[config.mk]
export PLATFORM = sky130hd
export DESIGN_NAME = lc3Core
export DESIGN_NICKNAME = d
export VERILOG_FILES = /design/src/hw/lc3Pkg.sv /design/src/hw/aluUnit.sv /design/src/hw/controlFsm.sv /design/src/hw/datapathRegs.sv /design/src/hw/lc3Core.sv /design/src/hw/regFile.sv
export SDC_FILE = /design/constraint.sdc
export NUM_CORES = 1
export LEC_CHECK = 0
export BUFFER_PORTS_ARGS = -buffer_cell sky130_fd_sc_hd__clkbuf_2
export CELL_PAD_IN_SITES_DETAIL_PLACEMENT = 0
export CELL_PAD_IN_SITES_GLOBAL_PLACEMENT = 1
export CORE_ASPECT_RATIO = 1.4
export CORE_MARGIN = 2
export CORE_UTILIZATION = 50
export DETAILED_ROUTE_END_ITERATION = 10
export PLACE_DENSITY_LB_ADDON = 0.2
export SLEW_MARGIN = 20
export SYNTH_ARGS = -nofsm -noshare
export SYNTH_HDL_FRONTEND = slang
export SYNTH_SLANG_ARGS = --single-unit
[constraint.sdc]
create_clock -name Clk -period 6.15 [get_ports Clk]
set_input_delay 0.3075 -clock Clk [delete_from_list [all_inputs] [get_ports Clk]]
set_output_delay 0.3075 -clock Clk [all_outputs]
set_load 0.03 [all_outputs]
[src/hw/lc3Pkg.sv]
// Shared LC-3 core definitions: word type, opcodes, instruction views,
// datapath mux selects, control states and the reset PC
`default_nettype none

package lc3Pkg;

	typedef logic [15:0] wordT;

	// PC after reset
	localparam wordT resetPc = 16'h3000;

	// Supported subset of the LC-3 opcode map
	typedef enum logic [3:0] {
		opBr  = 4'b0000,
		opAdd = 4'b0001,
		opLd  = 4'b0010,
		opSt  = 4'b0011,
		opAnd = 4'b0101,
		opNot = 4'b1001,
		opJmp = 4'b1100
	} opcodeT;

	// Operate format used by ADD, AND, NOT and JMP
	typedef struct packed
	{
		opcodeT     opcode;
		logic [2:0] dr;
		logic [2:0] sr1;
		logic       immFlag;
		// Holds sr2 in bits [2:0] when immFlag is clear
		logic [4:0] imm5;
	} operateT;

	// PC-relative format used by LD, ST and BR
	typedef struct packed
	{
		opcodeT     opcode;
		logic [2:0] drNzp;
		logic [8:0] pcOffset9;
	} offsetT;

	typedef union packed
	{
		operateT operate;
		offsetT  offset;
	} instrU;

	typedef enum logic [1:0] {
		pcInc  = 2'd0,
		pcAddr = 2'd1,
		pcBus  = 2'd2
	} pcSelT;

	typedef enum logic [1:0] {
		busPc   = 2'd0,
		busMdr  = 2'd1,
		busAlu  = 2'd2,
		busAddr = 2'd3
	} busSelT;

	typedef enum logic [1:0] {
		aluAdd   = 2'd0,
		aluAnd   = 2'd1,
		aluNot   = 2'd2,
		aluPassA = 2'd3
	} aluOpT;

	typedef enum logic [1:0] {
		addr2Zero = 2'd0,
		addr2Off9 = 2'd1
	} addr2SelT;

	typedef enum logic {
		addr1Pc  = 1'b0,
		addr1Sr1 = 1'b1
	} addr1SelT;

	typedef enum logic [3:0] {
		sReset,
		sFetchAddr,
		sFetchWait,
		sFetchIr,
		sDecode,
		sOperate,
		sBranch,
		sJump,
		sLdAddr,
		sLdWait,
		sLdWrite,
		sStAddr,
		sStData,
		sStWait
	} stateT;

endpackage

`default_nettype wire

[src/hw/aluUnit.sv]
// ALU for ADD, AND, NOT and pass-through
// and the address adder with base and offset selects
`timescale 1ns/1ps
`default_nettype none

module aluUnit
(
	input  lc3Pkg::instrU    ir,
	input  lc3Pkg::wordT     sr1Data,
	input  lc3Pkg::wordT     sr2Data,
	input  lc3Pkg::wordT     pc,
	input  lc3Pkg::aluOpT    aluOp,
	input  lc3Pkg::addr1SelT addr1Sel,
	input  lc3Pkg::addr2SelT addr2Sel,
	output lc3Pkg::wordT     aluOut,
	output lc3Pkg::wordT     addrOut
);

	import lc3Pkg::*;

	wordT imm5Ext;
	wordT off9Ext;
	wordT bOperand;
	wordT addrBase;
	wordT addrOffset;

	assign imm5Ext = {{11{ir.operate.imm5[4]}}, ir.operate.imm5};
	assign off9Ext = {{7{ir.offset.pcOffset9[8]}}, ir.offset.pcOffset9};

	// Immediate or register second operand
	assign bOperand = ir.operate.immFlag ? imm5Ext : sr2Data;

	always_comb
	begin
		case (aluOp)
			aluAdd:   aluOut = sr1Data + bOperand;
			aluAnd:   aluOut = sr1Data & bOperand;
			aluNot:   aluOut = ~sr1Data;
			default:  aluOut = sr1Data;
		endcase
	end

	// Address adder
	assign addrBase = (addr1Sel == addr1Sr1) ? sr1Data : pc;

	always_comb
	begin
		case (addr2Sel)
			addr2Off9: addrOffset = off9Ext;
			default:   addrOffset = 16'h0000;
		endcase
	end

	assign addrOut = addrBase + addrOffset;

endmodule

`default_nettype wire

[src/hw/controlFsm.sv]
// Multicycle fetch, decode and execute state machine
// with register index decoding and the branch condition
`timescale 1ns/1ps
`default_nettype none

module controlFsm
(
	input  logic               Clk,
	input  logic               arstN,
	input  lc3Pkg::instrU      ir,
	input  logic [2:0]         nzp,
	input  logic               memReady,
	output logic               loadMar,
	output logic               loadMdr,
	output logic               loadPc,
	output logic               loadIr,
	output lc3Pkg::pcSelT      pcSel,
	output lc3Pkg::busSelT     busSel,
	output lc3Pkg::aluOpT      aluOp,
	output lc3Pkg::addr1SelT   addr1Sel,
	output lc3Pkg::addr2SelT   addr2Sel,
	output logic               mdrFromMem,
	output logic               regWe,
	output logic               ldCc,
	output logic [2:0]         dr,
	output logic [2:0]         sr1,
	output logic [2:0]         sr2,
	output logic               memRead,
	output logic               memWrite
);

	import lc3Pkg::*;

	stateT state;
	stateT stateNext;
	logic  brTaken;

	// Register indices straight from the IR views
	assign dr  = ir.operate.dr;
	// ST reads its source from bits [11:9], JMP its base from the sr1 field
	assign sr1 = (ir.operate.opcode == opSt) ? ir.offset.drNzp : ir.operate.sr1;
	assign sr2 = ir.operate.imm5[2:0];

	assign brTaken = |(ir.offset.drNzp & nzp);

	always_ff @(posedge Clk or negedge arstN)
	begin
		if (!arstN)
		begin
			state <= sReset;
		end
		else
		begin
			state <= stateNext;
		end
	end

	always_comb
	begin
		stateNext  = state;
		loadMar    = 1'b0;
		loadMdr    = 1'b0;
		loadPc     = 1'b0;
		loadIr     = 1'b0;
		pcSel      = pcInc;
		busSel     = busPc;
		aluOp      = aluPassA;
		addr1Sel   = addr1Pc;
		addr2Sel   = addr2Zero;
		mdrFromMem = 1'b0;
		regWe      = 1'b0;
		ldCc       = 1'b0;
		memRead    = 1'b0;
		memWrite   = 1'b0;

		case (state)
			sReset:
			begin
				stateNext = sFetchAddr;
			end
			// MAR <- PC, PC <- PC + 1
			sFetchAddr:
			begin
				busSel    = busPc;
				loadMar   = 1'b1;
				loadPc    = 1'b1;
				stateNext = sFetchWait;
			end
			sFetchWait:
			begin
				memRead    = 1'b1;
				mdrFromMem = 1'b1;
				loadMdr    = memReady;
				if (memReady)
				begin
					stateNext = sFetchIr;
				end
			end
			sFetchIr:
			begin
				busSel    = busMdr;
				loadIr    = 1'b1;
				stateNext = sDecode;
			end
			sDecode:
			begin
				case (ir.operate.opcode)
					opAdd, opAnd, opNot: stateNext = sOperate;
					opBr:                stateNext = sBranch;
					opJmp:               stateNext = sJump;
					opLd:                stateNext = sLdAddr;
					opSt:                stateNext = sStAddr;
					// Unsupported opcodes are skipped
					default:             stateNext = sFetchAddr;
				endcase
			end
			sOperate:
			begin
				case (ir.operate.opcode)
					opAnd:   aluOp = aluAnd;
					opNot:   aluOp = aluNot;
					default: aluOp = aluAdd;
				endcase
				busSel    = busAlu;
				regWe     = 1'b1;
				ldCc      = 1'b1;
				stateNext = sFetchAddr;
			end
			// PC already points past the branch
			sBranch:
			begin
				addr1Sel  = addr1Pc;
				addr2Sel  = addr2Off9;
				pcSel     = pcAddr;
				loadPc    = brTaken;
				stateNext = sFetchAddr;
			end
			sJump:
			begin
				addr1Sel  = addr1Sr1;
				addr2Sel  = addr2Zero;
				pcSel     = pcAddr;
				loadPc    = 1'b1;
				stateNext = sFetchAddr;
			end
			sLdAddr, sStAddr:
			begin
				addr1Sel  = addr1Pc;
				addr2Sel  = addr2Off9;
				busSel    = busAddr;
				loadMar   = 1'b1;
				stateNext = (state == sLdAddr) ? sLdWait : sStData;
			end
			sLdWait:
			begin
				memRead    = 1'b1;
				mdrFromMem = 1'b1;
				loadMdr    = memReady;
				if (memReady)
				begin
					stateNext = sLdWrite;
				end
			end
			sLdWrite:
			begin
				busSel    = busMdr;
				regWe     = 1'b1;
				ldCc      = 1'b1;
				stateNext = sFetchAddr;
			end
			// Store data goes through the ALU untouched
			sStData:
			begin
				aluOp     = aluPassA;
				busSel    = busAlu;
				loadMdr   = 1'b1;
				stateNext = sStWait;
			end
			sStWait:
			begin
				memWrite = 1'b1;
				if (memReady)
				begin
					stateNext = sFetchAddr;
				end
			end
			default:
			begin
				stateNext = sReset;
			end
		endcase
	end

endmodule

`default_nettype wire

[src/hw/datapathRegs.sv]
// MAR, MDR, PC and IR registers
// with the PC source mux, MDR source mux and PC incrementer
`timescale 1ns/1ps
`default_nettype none

module datapathRegs
(
	input  logic          Clk,
	input  logic          arstN,
	input  lc3Pkg::wordT  bus,
	input  lc3Pkg::wordT  memRdData,
	input  lc3Pkg::wordT  addrOut,
	input  logic          loadMar,
	input  logic          loadMdr,
	input  logic          loadPc,
	input  logic          loadIr,
	input  lc3Pkg::pcSelT pcSel,
	input  logic          mdrFromMem,
	output lc3Pkg::wordT  mar,
	output lc3Pkg::wordT  mdr,
	output lc3Pkg::wordT  pc,
	output lc3Pkg::instrU ir
);

	import lc3Pkg::*;

	wordT pcPlusOne;
	wordT pcNext;
	wordT mdrNext;

	// PC incrementer
	assign pcPlusOne = pc + 16'd1;

	// PC source
	always_comb
	begin
		case (pcSel)
			pcAddr:
			begin
				pcNext = addrOut;
			end
			pcBus:
			begin
				pcNext = bus;
			end
			default:
			begin
				pcNext = pcPlusOne;
			end
		endcase
	end

	// MDR takes memory read data or the bus
	always_comb
	begin
		if (mdrFromMem)
		begin
			mdrNext = memRdData;
		end
		else
		begin
			mdrNext = bus;
		end
	end

	always_ff @(posedge Clk or negedge arstN)
	begin
		if (!arstN)
		begin
			mar <= '0;
			mdr <= '0;
			pc  <= resetPc;
			ir  <= '0;
		end
		else
		begin
			if (loadMar)
			begin
				mar <= bus;
			end
			if (loadMdr)
			begin
				mdr <= mdrNext;
			end
			if (loadPc)
			begin
				pc <= pcNext;
			end
			// IR is loaded from the bus, which carries the MDR during fetch
			if (loadIr)
			begin
				ir <= bus;
			end
		end
	end

endmodule

`default_nettype wire

[src/hw/lc3Core.sv]
// LC-3 core top level
// Datapath, register file, ALU and control wired around the shared bus
`timescale 1ns/1ps
`default_nettype none

module lc3Core
(
	input  logic         Clk,
	input  logic         arstN,
	output lc3Pkg::wordT memAddr,
	output lc3Pkg::wordT memWrData,
	input  lc3Pkg::wordT memRdData,
	output logic         memRead,
	output logic         memWrite,
	input  logic         memReady
);

	import lc3Pkg::*;

	wordT     bus;
	wordT     mar;
	wordT     mdr;
	wordT     pc;
	instrU    ir;
	wordT     aluOut;
	wordT     addrOut;
	wordT     sr1Data;
	wordT     sr2Data;
	logic [2:0] nzp;
	logic [2:0] dr;
	logic [2:0] sr1;
	logic [2:0] sr2;
	logic     loadMar;
	logic     loadMdr;
	logic     loadPc;
	logic     loadIr;
	logic     mdrFromMem;
	logic     regWe;
	logic     ldCc;
	pcSelT    pcSel;
	busSelT   busSel;
	aluOpT    aluOp;
	addr1SelT addr1Sel;
	addr2SelT addr2Sel;

	// Shared bus driver
	always_comb
	begin
		case (busSel)
			busMdr:  bus = mdr;
			busAlu:  bus = aluOut;
			busAddr: bus = addrOut;
			default: bus = pc;
		endcase
	end

	assign memAddr   = mar;
	assign memWrData = mdr;

	datapathRegs datapathRegs_i (.Clk(Clk), .arstN(arstN), .bus(bus), .memRdData(memRdData),
		.addrOut(addrOut), .loadMar(loadMar), .loadMdr(loadMdr), .loadPc(loadPc),
		.loadIr(loadIr), .pcSel(pcSel), .mdrFromMem(mdrFromMem), .mar(mar), .mdr(mdr),
		.pc(pc), .ir(ir));

	regFile regFile_i (.Clk(Clk), .arstN(arstN), .we(regWe), .dr(dr), .sr1(sr1), .sr2(sr2),
		.wrData(bus), .ldCc(ldCc), .sr1Data(sr1Data), .sr2Data(sr2Data), .nzp(nzp));

	aluUnit aluUnit_i (.ir(ir), .sr1Data(sr1Data), .sr2Data(sr2Data), .pc(pc), .aluOp(aluOp),
		.addr1Sel(addr1Sel), .addr2Sel(addr2Sel), .aluOut(aluOut), .addrOut(addrOut));

	controlFsm controlFsm_i (.Clk(Clk), .arstN(arstN), .ir(ir), .nzp(nzp),
		.memReady(memReady), .loadMar(loadMar), .loadMdr(loadMdr), .loadPc(loadPc),
		.loadIr(loadIr), .pcSel(pcSel), .busSel(busSel), .aluOp(aluOp),
		.addr1Sel(addr1Sel), .addr2Sel(addr2Sel), .mdrFromMem(mdrFromMem), .regWe(regWe),
		.ldCc(ldCc), .dr(dr), .sr1(sr1), .sr2(sr2), .memRead(memRead), .memWrite(memWrite));

endmodule

`default_nettype wire

[src/hw/regFile.sv]
// Eight general registers, two asynchronous read ports
// and the NZP condition code register
`timescale 1ns/1ps
`default_nettype none

module regFile
(
	input  logic         Clk,
	input  logic         arstN,
	input  logic         we,
	input  logic [2:0]   dr,
	input  logic [2:0]   sr1,
	input  logic [2:0]   sr2,
	input  lc3Pkg::wordT wrData,
	input  logic         ldCc,
	output lc3Pkg::wordT sr1Data,
	output lc3Pkg::wordT sr2Data,
	output logic [2:0]   nzp
);

	import lc3Pkg::*;

	wordT regs [0:7];
	logic [2:0] ccNext;

	always_ff @(posedge Clk)
	begin
		if (we)
		begin
			regs[dr] <= wrData;
		end
	end

	assign sr1Data = regs[sr1];
	assign sr2Data = regs[sr2];

	// N in bit 2, Z in bit 1, P in bit 0
	assign ccNext = {wrData[15], wrData == 16'h0000, !wrData[15] && wrData != 16'h0000};

	always_ff @(posedge Clk or negedge arstN)
	begin
		if (!arstN)
		begin
			nzp <= 3'b010;
		end
		else if (ldCc)
		begin
			nzp <= ccNext;
		end
	end

endmodule

`default_nettype wire

==> results of run 1 <==
-- sequential cells by signal (all words and copies together), names as in the netlist --
name                count
regFile_i.regs        128
controlFsm_i.state      4
datapathRegs_i.mar     16
regFile_i.nzp           3
datapathRegs_i.pc      16
datapathRegs_i.ir      16
datapathRegs_i.mdr     16
-- routing by layer --
metal,share of wire (%),track usage (%),wire length (um)
met1,39,36.8,15800
met2,50,52.2,20300
met3,5.5,3.95,2250
met4,5.9,17.4,2390
met5,0,0,0
-- worst paths after layout --
path	end	slack, ns	cells past startpoint
worst max-delay path	regFile_i.regs[7][14]	0.46	17
worst min-delay path	datapathRegs_i.mdr[2]	0.15	3
worst max register to register	regFile_i.regs[7][14]	0.46	17
worst min register to register	datapathRegs_i.mdr[2]	0.50	2
max in group asynchronous	datapathRegs_i.ir[0]	4.79	3
min in group asynchronous	datapathRegs_i.pc[15]	0.20	2
-- placed cells by master (no fill, tap or decap), types with 5 or more instances in the layout --
master / n
o211ai_1: 10
nand2_1: 125
nor2_1: 88
o221ai_1: 5
a211oi_1: 26
inv_8: 7
nor3_1: 19
mux2i_1: 45
inv_1: 27
and3_1: 8
mux2_2: 41
o22ai_1: 12
nor4_1: 7
ha_1: 32
mux4_2: 44
a221oi_1: 14
or2_2: 6
clkbuf_16: 17
a22oi_1: 20
a31oi_1: 11
buf_4: 61
clkbuf_2: 51
o21ai_0: 107
a221o_1: 5
xor2_1: 11
nand3_1: 32
a21oi_1: 86
xnor2_1: 17
a21o_1: 7
dfrtp_1: 67
nor2b_1: 32
edfxtp_1: 128
nand2b_1: 24
-- metrics by stage --
stage | setup slack [ns] | util, % | instances | cell area, um2
2_1_floorplan | 1.32 | - | 1223 | 12700
6_report | 0.457 | 56.0 | 1608 | 14100
3_3_place_gp | 0.564 | 53.6 | 1574 | 13500
5_1_grt | 0.0264 | 56.0 | 1608 | 14100
4_1_cts | 0.368 | 56.0 | 1607 | 14100
3_5_place_dp | 0.422 | 53.6 | 1574 | 13500
-- kinds of logic after synthesis --
kind of cell             synth area share (%)
AND/OR/NAND/NOR                          14.0
AO/OA/AOI/OAI                            17.4
flip-flops                               44.2
multiplexers                             15.4
buffers and inverters                    3.66
adder cells (fa/ha/maj)                  3.46
XOR/XNOR                                 1.93
-- area by class of cell --
class,instances,area [um2]
clock inverter,14,149
timing repair buffer,114,734
inverter,27,101
sequential,199,5630
fill,2176,11100
clock buffer,18,439
tap,319,399
multi-input combinational,917,6680
-- repair_timing --
item	in CTS	in global routing
hold buffers	1	0
endpoints found under the setup margin	0	4
endpoints found under the hold margin	6	0
resized for setup	0	1
-- worst register-to-register path, stage by stage, from the launching register on --
cell and delay [ns]:
dfrtp_1 0.53, nand4bb_1 0.18, buf_4 0.31, mux2i_2 0.32
buf_4 0.35, and2_1 0.28, nand3_1 0.10, and4_1 0.28
mux2_2 0.30, ha_1 0.35, a211o_1 0.30, o31a_1 0.31
a221o_1 0.39, a31oi_1 0.22, xnor2_1 0.19, nor2_1 0.08
o2bb2ai_1 0.77, buf_4 0.30
==> flow_metrics.env, run 1 <==
export IMPL_worst_setup_path_end_kind="flip-flop"
export IMPL_wl_um=40700
export IMPL_crit_type="reg2reg"
export IMPL_fmax_ghz=0.176
export IMPL_via_per_inst=6.52
export IMPL_cts_made_buffers=17
export IMPL_port_buffers=52
export IMPL_design_core_area_um2=25200
export IMPL_dieWidth_um=139
export IMPL_grt_overflow=0
export IMPL_cp_startpoint="datapathRegs_i.ir[15]"
export IMPL_ys_ff_latch=199
export IMPL_timing_setup_tns_ns=0
export IMPL_crit_chain="nand4bb_1 -> buf_4 -> mux2i_2 -> buf_4 -> and2_1 -> nand3_1 -> and4_1 -> mux2_2 -> ha_1 -> a211o_1 -> o31a_1 -> a221o_1 -> a31oi_1 -> xnor2_1 -> nor2_1 -> o2bb2ai_1 -> buf_4"
export IMPL_final_nets=1329
export IMPL_finalHoldViolations=0
export IMPL_grt_first_pass_wirelength_um=60500
export IMPL_detail_route_wl_per_cell_um=25.3
export IMPL_cp_common_cell="buf_4"
export IMPL_syn_instance_count=1223
export IMPL_grt_pass1_vias=10096
export IMPL_netlist_top_cells_count="edfxtp_1, nand2_1, o21ai_0"
export IMPL_cts_setup_buffers=0
export IMPL_vias=10492
export IMPL_root_buffer="clkbuf_16"
export IMPL_cts_sinks=199
export IMPL_synth_largest_area_cell="edfxtp_1"
export IMPL_die_h_um=193
export IMPL_path_delay_family="compound AO/OA/AOI/OAI gates"
export IMPL_slowest_stage="o2bb2ai_1"
export IMPL_yosys_cell_count_top_type="edfxtp_1"
export IMPL_synth_cell_type_count=76
export IMPL_cts_tree="done"
export IMPL_finalSetupViolCount=0
export IMPL_rsz0062_at_grt="false"
export IMPL_ys_seq_area_share_pct=44.2
export IMPL_min_from="memRdData[2]"
export IMPL_critPathBufInv=3
export IMPL_dpl_hpwl_um=29200
export IMPL_hp_class="in2reg"
export IMPL_antenna_found_initial=0
export IMPL_slew_violations=0
export IMPL_clkTransAtPathRegs_ns=0.08
export IMPL_num_rows=69
export IMPL_die_area_um2=26800
export IMPL_cp_max_fo=20
export IMPL_min_period_ns=5.69
export IMPL_post_synth_top_area_fraction_pct=30.2
export IMPL_ys_async_sr_fraction_pct=35.7
export IMPL_hold_ws_ns=0.149
export IMPL_ys_warn_count=0
export IMPL_syn_to_final_growth_pct=11.0
export IMPL_grt_start_max_net_pins=66
export IMPL_synth_edf_count=128
export IMPL_arrival_ns=5.99
export IMPL_fin_skew_ns=0.0132
export IMPL_max_stage_delay_ns=0.77
export IMPL_critPathLaunchType="flip-flop"
export IMPL_start_util_pct=50.5
export IMPL_synth_cell_area_um2=12700
export IMPL_dr_first_iter_drc_count=1063
export IMPL_clock_tree_buffer_depth=2
export IMPL_antenna_cells=0
export IMPL_ios=53
export IMPL_syn_num_nets=1276
export IMPL_cp_required_ns=6.45
export IMPL_synth_area_top_cells="edfxtp_1, dfrtp_1, mux4_2"
export IMPL_r2r_start="datapathRegs_i.ir[15]"
export IMPL_status="finished, final reports clean"
export IMPL_grt_usage_pct=30.3
export IMPL_drive_gt1_share_pct=20.2
export IMPL_finalCritPeriodShare_pct=92.6
export IMPL_clock_latency_ns=0.45
export IMPL_gp_congestion=0.966
export IMPL_ys_flop_type="edfxtp_1"
export IMPL_antenna_left=0
export IMPL_htreeDepth=4
export IMPL_first_pass_iters=9
export IMPL_drc=0
export IMPL_synth_avg_cell_area_um2=10.4
export IMPL_max_slew_margin_pct=26.8
export IMPL_cap_violations=0
export IMPL_tightest_slew_ns=1.10
Power of run 1 is left out: the tool's default activity adds up to more than one toggle a clock period on the data nets, which glitch-free logic cannot reach.
==> run 2, diff against run 1 <==
--- a/config.mk
+++ b/config.mk
@@ -8,12 +8,12 @@
 export BUFFER_PORTS_ARGS = -buffer_cell sky130_fd_sc_hd__clkbuf_2
 export CELL_PAD_IN_SITES_DETAIL_PLACEMENT = 0
 export CELL_PAD_IN_SITES_GLOBAL_PLACEMENT = 1
-export CORE_ASPECT_RATIO = 1.4
+export CORE_ASPECT_RATIO = 0.5
 export CORE_MARGIN = 2
 export CORE_UTILIZATION = 50
 export DETAILED_ROUTE_END_ITERATION = 10
 export PLACE_DENSITY_LB_ADDON = 0.2
-export SLEW_MARGIN = 20
+export REMOVE_ABC_BUFFERS = 1
 export SYNTH_ARGS = -nofsm -noshare
 export SYNTH_HDL_FRONTEND = slang
 export SYNTH_SLANG_ARGS = --single-unit
==> run 2 against run 1 <==
Count of clock-buffer cells in the layout unchanged. Wire length increased by 1.6%. Die area rose by 0.22%. Sequential share of layout area down 0.22 points.
==> flow_metrics.env, run 2 (synthesized netlist as in run 1, its figures left out) <==
export IMPL_detail_route_wl_per_cell_um=25.3
export IMPL_max_stage_delay_ns=0.54
export IMPL_cap_violations=0
export IMPL_grt_pass1_vias=9704
export IMPL_antenna_left=0
export IMPL_reg2reg_slack_ns=0.55
export IMPL_finalHoldViolations=0
export IMPL_final_nets=1331
export IMPL_slowest_stage="dfrtp_1"
export IMPL_hp_class="in2reg"
export IMPL_rr_endpoint="datapathRegs_i.mdr[15]"
export IMPL_layout_commonest_cell="edfxtp_1"
export IMPL_reg2regPathDepth=19
export IMPL_worst_setup_path_end_kind="flip-flop"
export IMPL_cts_setup_buffers=0
export IMPL_cp_common_cell="a21oi_1"
export IMPL_worstSetupEndpoint="datapathRegs_i.mdr[15]"
export IMPL_clock_tree_buffer_depth=2
export IMPL_design_core_area_um2=25100
export IMPL_grt_start_max_net_pins=40
export IMPL_fin_skew_ns=0.0155
export IMPL_cts_resized=0
export IMPL_dr_first_iter_drc_count=1298
export IMPL_hold_buffers=1
export IMPL_drive_gt1_share_pct=20.2
export IMPL_first_pass_iters=6
export IMPL_status="finished, final reports clean"
export IMPL_cts_tree="done"
export IMPL_arrival_ns=5.94
export IMPL_die_h_um=117
export IMPL_crit_type="reg2reg"
export IMPL_vias=10663
export IMPL_tightest_slew_ns=1.04
export IMPL_clock_latency_ns=0.46
export IMPL_max_slew_margin_pct=30.2
export IMPL_critPathLaunchType="flip-flop"
export IMPL_cts_sinks=199
export IMPL_slew_violations=0
export IMPL_critPathBufInv=2
export IMPL_gp_congestion=0.973
export IMPL_antenna_cells=0
export IMPL_fillers=2159
export IMPL_largest_reg_flops=128
export IMPL_wl_um=41300
export IMPL_htreeDepth=4
export IMPL_finalSetupViolCount=0
export IMPL_start_util_pct=50.7
export IMPL_cp_max_fo=28
export IMPL_antenna_found_initial=0
export IMPL_die_area_um2=26800
export IMPL_grt_first_pass_wirelength_um=61200
export IMPL_r2r_start="datapathRegs_i.ir[15]"
export IMPL_grt_overflow=0
export IMPL_final_cell_mix="edfxtp_1, nand2_1, o21ai_0"
export IMPL_cp_startpoint="datapathRegs_i.ir[15]"
export IMPL_cp_num_cells=19
export IMPL_cp_required_ns=6.49
export IMPL_grt_usage_pct=31.4
export IMPL_timing_setup_tns_ns=0
export IMPL_clkTransAtPathRegs_ns=0.08
export IMPL_rsz0062_at_grt="false"
export IMPL_port_buffers=52
export IMPL_drc=0
export IMPL_ios=53
export IMPL_regMostFlops="regFile_i.regs"
export IMPL_min_period_ns=5.60
export IMPL_dieWidth_um=230
export IMPL_dpl_hpwl_um=30200
export IMPL_crit_chain="nand4bb_1 -> buf_4 -> mux2_4 -> a21oi_1 -> nor3_1 -> o311ai_1 -> buf_4 -> o21ai_0 -> ha_1 -> a211oi_1 -> o21ai_0 -> a21oi_1 -> a21oi_1 -> a211oi_1 -> and4b_1 -> a221oi_1 -> o22a_1 -> mux2_2 -> mux2_2"
export IMPL_fmax_ghz=0.179
export IMPL_root_buffer="clkbuf_16"
export IMPL_syn_to_final_growth_pct=11.7
export IMPL_via_per_inst=6.52
export IMPL_path_delay_family="compound AO/OA/AOI/OAI gates"
export IMPL_finalCritPeriodShare_pct=91.0
export IMPL_cts_made_buffers=17
export IMPL_num_rows=41
## run 2: cell count changes in the layout (fill, tap and decap cells not counted), sizes merged
cell and delta:
buf +2, clkinv -1, bufinv +2, inv -2
clkinvlp +1
## run 2: cell type report
class                      count  area (um2)  area share, %
tap                          344         430           3.03
clock buffer                  18         429           3.02
multi-input combinational    917        6680           47.0
inverter                      27         101          0.713
sequential                   199        5630           39.6
timing repair buffer         116         758           5.34
clock inverter                14         183           1.29
## run 2: routing by layer
| layer | up-vias | track usage [%] | share of wire (%) |
|---|---|---|---|
| met5 | - | 0 | 0 |
| met4 | 0 | 8.14 | 1.7 |
| met3 | 41 | 6.76 | 9.8 |
| met2 | 565 | 45.5 | 42 |
| met1 | 5295 | 47.7 | 47 |
| li1 | 4762 | - | - |
## run 2: worst register-to-register path, stage by stage (launching register included)
cell	delay, ns
dfrtp_1	0.54
nand4bb_1	0.17
buf_4	0.30
mux2_4	0.49
a21oi_1	0.24
nor3_1	0.08
o311ai_1	0.44
buf_4	0.23
o21ai_0	0.12
ha_1	0.34
a211oi_1	0.29
o21ai_0	0.24
a21oi_1	0.36
a21oi_1	0.11
a211oi_1	0.41
and4b_1	0.25
a221oi_1	0.06
o22a_1	0.27
mux2_2	0.28
mux2_2	0.25
## run 2: through the flow
stage	hold WS [ns]	utilization (%)	instance area, um2	setup WS, ns	instances
floorplan	0.0119	-	12400	0.504	1143
global placement	0.305	54.2	13600	0.787	1602
detailed placement	0.309	54.2	13600	0.647	1602
CTS	0.118	56.6	14200	0.616	1635
global route	0.140	56.6	14200	0.187	1635
finish	0.136	56.6	14200	0.552	1635
## run 2: worst min-delay path by stage
stage / cells after the start / to / from
floorplan: 0 / controlFsm_i.state[0] / arstN
global placement: 1 / datapathRegs_i.mar[14] / arstN
detailed placement: 1 / datapathRegs_i.mar[14] / arstN
CTS: 3 / datapathRegs_i.mdr[2] / memRdData[2]
global route: 3 / datapathRegs_i.mdr[2] / memRdData[2]
finish: 3 / datapathRegs_i.mdr[2] / memRdData[2]
Power of run 2 is left out for the same reason.
